**src/logic/isa_pkg.sv**
```systemverilog
`default_nettype none

package isa_pkg;

  // ==============================
  // base widths
  // ==============================
  localparam int xlen = 32;               // one word, data and address

  typedef logic [4:0] reg_id_t;           // x0 .. x31

  // ==============================
  // major opcodes kept by the core
  // ==============================
  typedef enum logic [6:0] {
    op_imm    = 7'b0010011,               // addi
    op_reg    = 7'b0110011,               // add, sub
    op_lui    = 7'b0110111,
    op_auipc  = 7'b0010111,
    op_system = 7'b1110011                // only ebreak handled
  } opcode_t;

  localparam logic [2:0]      funct3_add  = 3'b000;
  localparam logic [6:0]      funct7_base = 7'b0000000;
  localparam logic [6:0]      funct7_sub  = 7'b0100000;
  localparam logic [xlen-1:0] ebreak_word = 32'h0010_0073;

  // ==============================
  // instruction formats, msb first
  // ==============================
  typedef struct packed {
    logic [6:0] funct7;
    reg_id_t    rs2;
    reg_id_t    rs1;
    logic [2:0] funct3;
    reg_id_t    rd;
    logic [6:0] opcode;
  } r_fmt_t;

  typedef struct packed {
    logic [11:0] imm;                     // sign bit at 11
    reg_id_t     rs1;
    logic [2:0]  funct3;
    reg_id_t     rd;
    logic [6:0]  opcode;
  } i_fmt_t;

  typedef struct packed {
    logic [19:0] imm;                     // upper 20 bits of the word
    reg_id_t     rd;
    logic [6:0]  opcode;
  } u_fmt_t;

  // one fetched word, several readings of it
  typedef union packed {
    r_fmt_t          r;
    i_fmt_t          i;
    u_fmt_t          u;
    logic [xlen-1:0] raw;
  } inst_u;

endpackage

`default_nettype wire

```
**src/logic/core_pkg.sv**
```systemverilog
`default_nettype none

package core_pkg;
  import isa_pkg::*;

  typedef logic [xlen-1:0] word_t;        // datapath word

  // alu function select
  typedef enum logic [1:0] {
    alu_add    = 2'd0,
    alu_sub    = 2'd1,
    alu_pass_b = 2'd2                     // lui just forwards the immediate
  } alu_op_t;

  // ==============================
  // decoded control, decode -> execute
  // ==============================
  typedef struct packed {
    reg_id_t rd;
    reg_id_t rs1;
    reg_id_t rs2;
    word_t   imm;                         // already extended / shifted
    alu_op_t alu_op;
    logic    use_imm;                     // operand b from imm
    logic    use_pc;                      // operand a from pc, auipc
    logic    reg_wen;
    logic    is_ebreak;
    logic    illegal;
  } ctrl_t;

  // retired instruction, also the regfile write port
  typedef struct packed {
    logic    wen;
    reg_id_t rd;
    word_t   data;
    word_t   pc;                          // address of the committing inst
  } commit_t;

  localparam word_t reset_pc = '0;

endpackage

`default_nettype wire

```
**src/logic/alu.sv**
```systemverilog
`timescale 1ns/1ps
`default_nettype none

module alu
  import core_pkg::*;
(
  input  ctrl_t ctrl,
  input  word_t pc,
  input  word_t rdata_1,
  input  word_t rdata_2,
  output word_t result
);

  word_t operand_a;
  word_t operand_b;

  // ==============================
  // operand select
  // ==============================
  assign operand_a = ctrl.use_pc  ? pc       : rdata_1;  // auipc takes pc
  assign operand_b = ctrl.use_imm ? ctrl.imm : rdata_2;  // i / u forms

  // plain 32 bit wraparound, no flags
  always_comb begin
    case (ctrl.alu_op)
      alu_add:    result = operand_a + operand_b;
      alu_sub:    result = operand_a - operand_b;
      alu_pass_b: result = operand_b;     // lui
      default:    result = operand_b;     // unused encoding
    endcase
  end

endmodule

`default_nettype wire

```
**src/logic/cpu_top.sv**
```systemverilog
`timescale 1ns/1ps
`default_nettype none

module cpu_top
  import isa_pkg::*, core_pkg::*;
(
  input  logic    clk,
  input  logic    rst_n,
  input  word_t   inst,                   // from external imem, same cycle
  output word_t   pc,
  output commit_t commit,
  output logic    halted,
  output logic    illegal
);

  inst_u inst_w;                          // fetched word seen as formats
  ctrl_t ctrl;
  word_t rdata_1;
  word_t rdata_2;
  word_t alu_result;

  assign inst_w = inst;

  // ==============================
  // decode
  // ==============================
  rv_decoder u_decoder (
    .inst (inst_w),
    .ctrl (ctrl)
  );

  assign illegal = ctrl.illegal;          // flagged only, inst retires as nop

  // ==============================
  // execute
  // ==============================
  reg_file u_reg_file (
    .clk     (clk),
    .rst_n   (rst_n),
    .rs1     (ctrl.rs1),
    .rs2     (ctrl.rs2),
    .wr      (commit),                    // write back at next rising edge
    .rdata_1 (rdata_1),
    .rdata_2 (rdata_2)
  );

  alu u_alu (
    .ctrl    (ctrl),
    .pc      (pc),
    .rdata_1 (rdata_1),
    .rdata_2 (rdata_2),
    .result  (alu_result)
  );

  // ==============================
  // result, write back and next pc
  // ==============================
  always_comb begin
    commit.wen  = ctrl.reg_wen & ~halted & rst_n; // no writes once stopped
    commit.rd   = ctrl.rd;
    commit.data = alu_result;
    commit.pc   = pc;
  end

  pc_unit u_pc_unit (
    .clk    (clk),
    .rst_n  (rst_n),
    .ebreak (ctrl.is_ebreak),
    .pc     (pc),
    .halted (halted)
  );

endmodule

`default_nettype wire

```
**src/logic/pc_unit.sv**
```systemverilog
`timescale 1ns/1ps
`default_nettype none

module pc_unit
  import core_pkg::*;
(
  input  logic  clk,
  input  logic  rst_n,
  input  logic  ebreak,                   // current inst is ebreak
  output word_t pc,
  output logic  halted
);

  localparam word_t inst_bytes = word_t'(4);

  always_ff @(posedge clk or negedge rst_n) begin
    if (!rst_n) begin
      pc     <= reset_pc;
      halted <= 1'b0;
    end else if (!halted) begin
      if (ebreak) begin
        halted <= 1'b1;                   // pc stays on the ebreak
      end else begin
        pc <= pc + inst_bytes;            // no branches, always sequential
      end
    end
    // halted, everything frozen until reset
  end

endmodule

`default_nettype wire

```
**src/logic/reg_file.sv**
```systemverilog
`timescale 1ns/1ps
`default_nettype none

module reg_file
  import isa_pkg::*, core_pkg::*;
(
  input  logic    clk,
  input  logic    rst_n,
  input  reg_id_t rs1,
  input  reg_id_t rs2,
  input  commit_t wr,                     // write port, taken from commit
  output word_t   rdata_1,
  output word_t   rdata_2
);

  // x0 has no storage
  word_t regs [1:31];

  always_ff @(posedge clk or negedge rst_n) begin
    if (!rst_n) begin
      for (int i = 1; i < 32; i++) begin
        regs[i] <= '0;
      end
    end else if (wr.wen && wr.rd != '0) begin
      regs[wr.rd] <= wr.data;             // writes to x0 dropped
    end
  end

  // asynchronous read, x0 hard zero
  assign rdata_1 = (rs1 == '0) ? '0 : regs[rs1];
  assign rdata_2 = (rs2 == '0) ? '0 : regs[rs2];

endmodule

`default_nettype wire

```
**src/logic/rv_decoder.sv**
```systemverilog
`timescale 1ns/1ps
`default_nettype none

module rv_decoder
  import isa_pkg::*, core_pkg::*;
(
  input  inst_u inst,
  output ctrl_t ctrl
);

  opcode_t opcode;

  // opcode sits in the same bits for every format
  assign opcode = opcode_t'(inst.raw[6:0]);

  always_comb begin
    // register ids sit in the same bits in every format
    ctrl           = '0;
    ctrl.rd        = inst.r.rd;
    ctrl.rs1       = inst.r.rs1;
    ctrl.rs2       = inst.r.rs2;
    ctrl.alu_op    = alu_add;

    case (opcode)
      // ==============================
      // i-type addi
      // ==============================
      op_imm: begin
        if (inst.i.funct3 == funct3_add) begin
          ctrl.imm     = {{(xlen-12){inst.i.imm[11]}}, inst.i.imm}; // sign extend
          ctrl.use_imm = 1'b1;
          ctrl.reg_wen = 1'b1;
        end else begin
          ctrl.illegal = 1'b1;            // other alu-imm ops not built
        end
      end

      // r-type add / sub
      op_reg: begin
        if (inst.r.funct3 == funct3_add && inst.r.funct7 == funct7_base) begin
          ctrl.reg_wen = 1'b1;
        end else if (inst.r.funct3 == funct3_add && inst.r.funct7 == funct7_sub) begin
          ctrl.alu_op  = alu_sub;
          ctrl.reg_wen = 1'b1;
        end else begin
          ctrl.illegal = 1'b1;
        end
      end

      // ==============================
      // u-type
      // ==============================
      op_lui: begin
        ctrl.imm     = {inst.u.imm, 12'b0};
        ctrl.alu_op  = alu_pass_b;        // result is the immediate itself
        ctrl.use_imm = 1'b1;
        ctrl.reg_wen = 1'b1;
      end

      op_auipc: begin
        ctrl.imm     = {inst.u.imm, 12'b0};
        ctrl.use_pc  = 1'b1;              // pc + upper imm
        ctrl.use_imm = 1'b1;
        ctrl.reg_wen = 1'b1;
      end

      op_system: begin
        if (inst.raw == ebreak_word) ctrl.is_ebreak = 1'b1;
        else                         ctrl.illegal   = 1'b1; // ecall and csr ops
      end

      default: begin
        ctrl.illegal = 1'b1;              // unknown opcode runs as a nop
      end
    endcase
  end

endmodule

`default_nettype wire

```
**config.mk**
```make
export PLATFORM = sky130hd
export DESIGN_NAME = cpu_top
export DESIGN_NICKNAME = d
export VERILOG_FILES = /design/src/logic/isa_pkg.sv /design/src/logic/core_pkg.sv /design/src/logic/alu.sv /design/src/logic/cpu_top.sv /design/src/logic/pc_unit.sv /design/src/logic/reg_file.sv /design/src/logic/rv_decoder.sv
export SDC_FILE = /design/constraint.sdc
export NUM_CORES = 2
export LEC_CHECK = 0
export ABC_AREA = 0
export ABC_CLOCK_PERIOD_IN_PS = 11940
export BUFFER_PORTS_ARGS = -buffer_cell sky130_fd_sc_hd__buf_4
export CAP_MARGIN = 40
export CORE_AREA = 8 8 372 374
export DETAILED_ROUTE_END_ITERATION = 8
export DIE_AREA = 0 0 380 382
export SETUP_SLACK_MARGIN = 0.2
export SYNTH_ARGS = -nofsm -noshare
export SYNTH_HDL_FRONTEND = slang
export SYNTH_HIERARCHICAL = 1
export SYNTH_SLANG_ARGS = --single-unit
```
**constraint.sdc**
```tcl
create_clock -name clk -period 11.94 [get_ports clk]
set_input_delay 2.388 -clock clk [delete_from_list [all_inputs] [get_ports clk]]
set_output_delay 2.388 -clock clk [all_outputs]
set_load 0.02 [all_outputs]
```
After elaboration in Yosys (flattened, before gate mapping)
Index checks and enable logic that the tools add are counted.
{"block": "classes", "n_addsub": 3, "n_lt_le_gt_ge": 4, "eq_ne": 8, "n_mux": 34, "bitwise_logic": 7, "n_reduce_logical": 12}
{"cell": "992-bit bitwise mux", "count": 1}
{"cell": "32-bit binary-select mux with 5-bit select", "count": 2}
{"cell": "32-bit two-way mux", "count": 10}
{"cell": "32-bit demux with 5-bit select", "count": 1}
{"cell": "32-bit case mux with 2 select lines", "count": 2}
{"cell": "32-bit by 3-bit adder with 32-bit output (second input constant)", "count": 1}
{"cell": "32-bit adder", "count": 1}
{"cell": "32-bit by 21-bit == test with 1-bit output (second input constant)", "count": 1}
{"cell": "32-bit subtractor", "count": 1}
{"cell": "7-bit by 6-bit == test with 1-bit output (second input constant)", "count": 3}
{"cell": "6-bit greater-or-equal comparator (second input constant)", "count": 3}
{"cell": "5-bit NOT with 6-bit output", "count": 3}
{"cell": "7-bit by 5-bit == test with 1-bit output (second input constant)", "count": 2}
{"cell": "1-bit two-way mux", "count": 14}
{"cell": "5-bit logical NOT", "count": 2}
{"cell": "7-bit == test (second input constant)", "count": 1}
{"cell": "7-bit logical NOT", "count": 1}
{"cell": "6-bit by 1-bit < comparator with 1-bit output (second input constant)", "count": 1}
{"cell": "5-bit nonzero test", "count": 1}
{"cell": "1-bit logical AND", "count": 4}
{"cell": "1-bit case mux with 4 select lines", "count": 1}
{"cell": "2-bit case mux with 2 select lines", "count": 1}
{"cell": "3-bit logical NOT", "count": 1}
{"cell": "1-bit case mux with 3 select lines", "count": 1}
{"cell": "7 further kinds", "count": 9}
{"block": "totals", "ff_bits": 1025, "in_bits": 34, "output_inout_bits": 104, "elab_cells": 101}

Longest topological paths before layout
{"block": "depth", "word_depth": 9, "depth_mapped": 28, "ltp_nobuf": 22}

Hierarchy
Netlist, hierarchy kept.
{"mod": "reg_file", "instances": 1, "cells_each": 3624, "area_per_inst_um2": 53000.8, "seq_area_each_um2": 24823.8}
{"mod": "alu", "instances": 1, "cells_each": 525, "area_per_inst_um2": 3793.6, "seq_area_each_um2": 0.0}
{"mod": "pc_unit", "instances": 1, "cells_each": 126, "area_per_inst_um2": 1435.1, "seq_area_each_um2": 775.7}
{"mod": "rv_decoder", "instances": 1, "cells_each": 99, "area_per_inst_um2": 576.8, "seq_area_each_um2": 0.0}
{"mod": "cpu_top", "instances": 1, "cells_each": 33, "area_per_inst_um2": 249.0, "seq_area_each_um2": 0.0}

Least setup slack after synthesis
OpenSTA, ideal clock, no wires.
{"block": "synth_timing", "path_type": "input to output", "from": "input port inst[2]", "to": "output port commit[59] (netlist bit)", "t_arrival_ps": 8272, "required_time_ps": 9552, "setup_slack_ps": 1280, "cell_stages": 25, "path_buffers": 5, "path_cell_list": "or4_4 nor4_4 or2_2 buf_6 buf_2 buf_2 buf_2 buf_2 mux2i_1 ha_1 o211ai_2 nor4_2 nand2_2 nor2_1 a31oi_1 xor2_1 ha_1 a21oi_1 o21ai_1 or3_1 nor3_1 nor3_1 o41a_1 xnor2_1 mux2i_1"}
{"item": "from (decl)", "line": "cpu_top.sv:9", "source": "input word_t inst,"}
{"item": "to (decl)", "line": "cpu_top.sv:11", "source": "output commit_t commit,"}

==> metrics.md <==
| Metric | Value |
|---|---|
| Top cells by instance count after synthesis | `1,068 x sky130_fd_sc_hd__mux2_2, 1,023 x sky130_fd_sc_hd__dfrtp_1, 373 x sky130_fd_sc_hd__mux4_2, 292 x sky130_fd_sc_hd__mux2i_1, 198 x sky130_fd_sc_hd__clkbuf_1` |
| Detailed-route vias per instance | `6.610` |
| Total number of vias | `41.35k` |
| Number of cells on the worst hold path | `1` |
| Routing layer with the top usage in global route | `met2` |
| Met1 track demand over resource | `39.35%` |
| Destination of the worst hold path | `u_reg_file/regs[228]$_DFFE_PN0P_` |
| Initial antenna violation count | `8` |
| First-pass iteration count of the detailed router | `5` |
| Hold slack final | `521.4 ps` |
| RSZ-0062 raised after global routing | `no` |
| Result of the run | `completed` |
| H-tree depth reported by CTS | `3` |
| Sequential fraction of the synthesis area | `43.35%` |
| Flip-flop and latch count after synthesis | `1,023` |
| Wire length of the first global-routing pass | `300,200 um` |
| Min-delay worst type | `reg2reg` |
| Number of hold violations in the final report | `0` |
| Worst-case setup slack after placement | `702.1 ps` |
| Count of unique library cells instantiated by Yosys | `83` |
| Total wirelength of the detailed-routed design | `205,700 um` |
| Actual transition at the worst max-transition pin | `1039 ps` |
| Worst rel slew slack | `30.71%` |
| Number of gates given a new drive strength after cts | `0` |
| Number of setup violations in the final report | `0` |
| Average wire per cell in the routed design | `32.88 um` |
| Hold Startpoint | `u_reg_file/regs[228]$_DFFE_PN0P_` |
| Width of the chip | `380 um` |
| Mean instance size in the synthesized netlist | `13.40 um2` |
| Largest voltage drop on the vdd net | `119.8 uV` |
| Highest fanout seen on the critical path | `53` |
| Area of the die | `145,200 um2` |
| Synthesized area | `59,060 um2` |
| Count of boundary I/O pins | `138` |
| Warning count from the yosys run | `6` |
| Number of buffers created by CTS | `113` |
| Number of DRC markers after the initial detailed-route iteration | `4,289` |
| Number of setup buffers added after CTS | `0` |
| Worst Slack Setup Final | `516.7 ps` |
| Async SR Flop Fraction | `100.0%` |
| Global-route usage over all layers | `27.67%` |
| Crit path capture type | `primary output` |
| Data arrival at the endpoint of the critical path | `9040 ps` |
| Period Utilization, post-route | `95.67%` |
| R2r startpoint | `u_reg_file/regs[678]$_DFFE_PN0P_` |
| Total grt overflow | `0` |
| Primary FF master, synth | `sky130_fd_sc_hd__dfrtp_1` |
| Time the final worst path needs with I/O delays and setup | `11,420 ps` |
| Max Transition Viols Final | `0` |
| Floorplan Core Area | `132,500 um2` |
| Final GP Congestion | `0.9854` |
| Cell count after synthesis | `4,407` |
| Number of maximum-capacitance constraint violations | `0` |
| Post-CTS Hold Fix Bufs | `0` |
| Total leakage power | `30.71 nW` |
| Clock tree buffer depth | `3` |
| Minimum setup slack among reg-to-reg paths | `5020 ps` |
| Number of sinks handled by clock tree synthesis | `1,023` |
| Setup crit start kind | `input pin` |
| Number of enable-type register cells in the synthesized netlist | `0` |
| Critical path type | `in2out` |
| Post-DRT Antenna Nets | `0` |
| Met2 track utilization from global routing | `41.85%` |
| Capturing point of the worst reg2reg path | `u_reg_file/regs[63]$_DFFE_PN0P_` |
| Top achievable clock speed | `87.54 MHz` |
| Vias in the first global route | `41.29k` |
| Row count | `134` |
| TritonCTS clock tree | `done` |
| Cell count of the worst reg-to-reg path | `22` |
| Port buffer count | `133` |
| Largest area contributor in the netlist | `sky130_fd_sc_hd__dfrtp_1` |
| Starting density of the core | `44.59%` |
| Final clock skew | `41.25 ps` |
| Post-synthesis to final-layout area growth | `12.40%` |
| Count leader, synth | `sky130_fd_sc_hd__mux2_2` |
| Clock edge transition at the registers on the reported setup and hold paths | `60 ps` |
| Share of final-layout standard cells stronger than drive strength 1 | `46.62%` |
| Req. time, crit path | `9550 ps` |
| Cell types occupying the most area after synthesis | `sky130_fd_sc_hd__dfrtp_1 43%, sky130_fd_sc_hd__mux2_2 20%, sky130_fd_sc_hd__mux4_2 14%, sky130_fd_sc_hd__mux2i_1 4.9%, sky130_fd_sc_hd__buf_2 1.4%` |
| Nets | `4,457` |
| Largest net degree at the start of global routing | `170` |
| Drc violations | `0` |
| Fraction of post-synthesis cell area in the top cell type by area | `43.35%` |
| Vert. Die Dim | `382 um` |
| Insertion delay of the later-clocked pin in the worst-skew pair | `740 ps` |
| Met3 usage in global routing | `5.660%` |
| HPWL after detailed placement | `132,000 um` |
| Total negative setup slack | `0 ps` |
| CTS Root Buffer Type | `sky130_fd_sc_hd__clkbuf_16` |
| Power per cell area | `126.1 nW/um2` |
[cell families (layout without fill, tap and decap cells)]
family	count (synthesis)	after routing	share of synthesized area, %
compound gates	462	462	5.579
xor+xnor	82	82	1.216
fa+ha+maj	34	34	0.7331
buf+inv	509	586	4.220
flops	1023	1023	43.35
mux	1743	1743	39.75
other cells	1	4	0.006350
simple gates	553	553	5.148
[final cells by class]
cell class,count,area (um2)
Clock inverter,50,680.7
Tap cell,1768,2212
Multi-Input combinational cell,2876,31370
Timing Repair Buffer,343,3078
Fill cell,11370,66070
Sequential cell,1023,25600
Antenna cell,2,5.005
Clock buffer,161,3319
Inverter,32,120.1
[where the power goes]
| group | switching, W | total [W] | internal, W | leakage (nW) |
|---|---|---|---|---|
| Combinational | 0.000767 | 0.00110 | 0.000335 | 14.5 |
| Clock | 0.00155 | 0.00375 | 0.00220 | 1.96 |
| Sequential | 0.0000242 | 0.00352 | 0.00350 | 14.3 |
[worst max-delay path by stage]
stage | from | endpoint | cells past startpoint
floorplan | inst[2] | commit[59] | 25
global placement | inst[20] | commit[63] | 24
detailed placement | inst[20] | commit[63] | 25
CTS | inst[20] | commit[63] | 25
global route | inst[20] | commit[63] | 25
finish | inst[20] | commit[63] | 22
[per-layer routing]
layer | up-vias | wire, um
met5 | - | 11
met4 | 2 | 8461
met3 | 409 | 17130
met2 | 1947 | 91690
met1 | 22220 | 88390
li1 | 16770 | -
[cells in the final DEF (no fill, tap or decap), types with 46 or more instances in the layout]
cell type and count:
sky130_fd_sc_hd__xnor2_1 53, sky130_fd_sc_hd__nand3_1 49, sky130_fd_sc_hd__a211oi_1 65, sky130_fd_sc_hd__nor2b_1 47
sky130_fd_sc_hd__dfrtp_1 1023, sky130_fd_sc_hd__a21oi_1 46, sky130_fd_sc_hd__mux4_2 373, sky130_fd_sc_hd__o22ai_1 108
sky130_fd_sc_hd__mux2_2 1068, sky130_fd_sc_hd__clkbuf_16 114, sky130_fd_sc_hd__buf_4 303, sky130_fd_sc_hd__nor2_1 102
sky130_fd_sc_hd__mux2i_1 282, sky130_fd_sc_hd__nand2_1 90
[worst max-delay path: stages]
cell and delay, ps:
sky130_fd_sc_hd__buf_8 500, sky130_fd_sc_hd__nand2b_2 420, sky130_fd_sc_hd__o22ai_1 110, sky130_fd_sc_hd__a2111oi_0 680
sky130_fd_sc_hd__buf_4 250, sky130_fd_sc_hd__nor4_1 70, sky130_fd_sc_hd__or3_1 430, sky130_fd_sc_hd__a222oi_1 610
sky130_fd_sc_hd__nor2b_1 260, sky130_fd_sc_hd__nand2_1 130, sky130_fd_sc_hd__o21ai_0 230, sky130_fd_sc_hd__xnor2_1 90
sky130_fd_sc_hd__ha_1 410, sky130_fd_sc_hd__o21ai_0 180, sky130_fd_sc_hd__a211oi_1 420, sky130_fd_sc_hd__o22ai_1 190
sky130_fd_sc_hd__nor3_1 390, sky130_fd_sc_hd__o41a_1 360, sky130_fd_sc_hd__o311ai_1 150, sky130_fd_sc_hd__buf_4 160
sky130_fd_sc_hd__nor3_4 310, sky130_fd_sc_hd__buf_4 210
[state kept, by name, summed over array words and instances (netlist names)]
| name | count |
|---|---|
| u_pc_unit/halted | 1 |
| u_pc_unit/pc | 30 |
| u_reg_file/regs | 992 |
[per-stage QoR]
step / cells / util [%] / cell area, um2 / power [W]
5_1_grt: 6253 / 50.11 / 66380 / 0.008636
3_3_place_gp: 6017 / 46.70 / 61860 / 0.004666
4_1_cts: 6252 / 50.11 / 66370 / 0.008436
2_1_floorplan: 4408 / - / 59060 / 0.004190
6_report: 6255 / 50.12 / 66380 / 0.008374
3_5_place_dp: 6041 / 47.09 / 62370 / 0.004675
No activity file was read; power rests on OpenSTA's default activity.
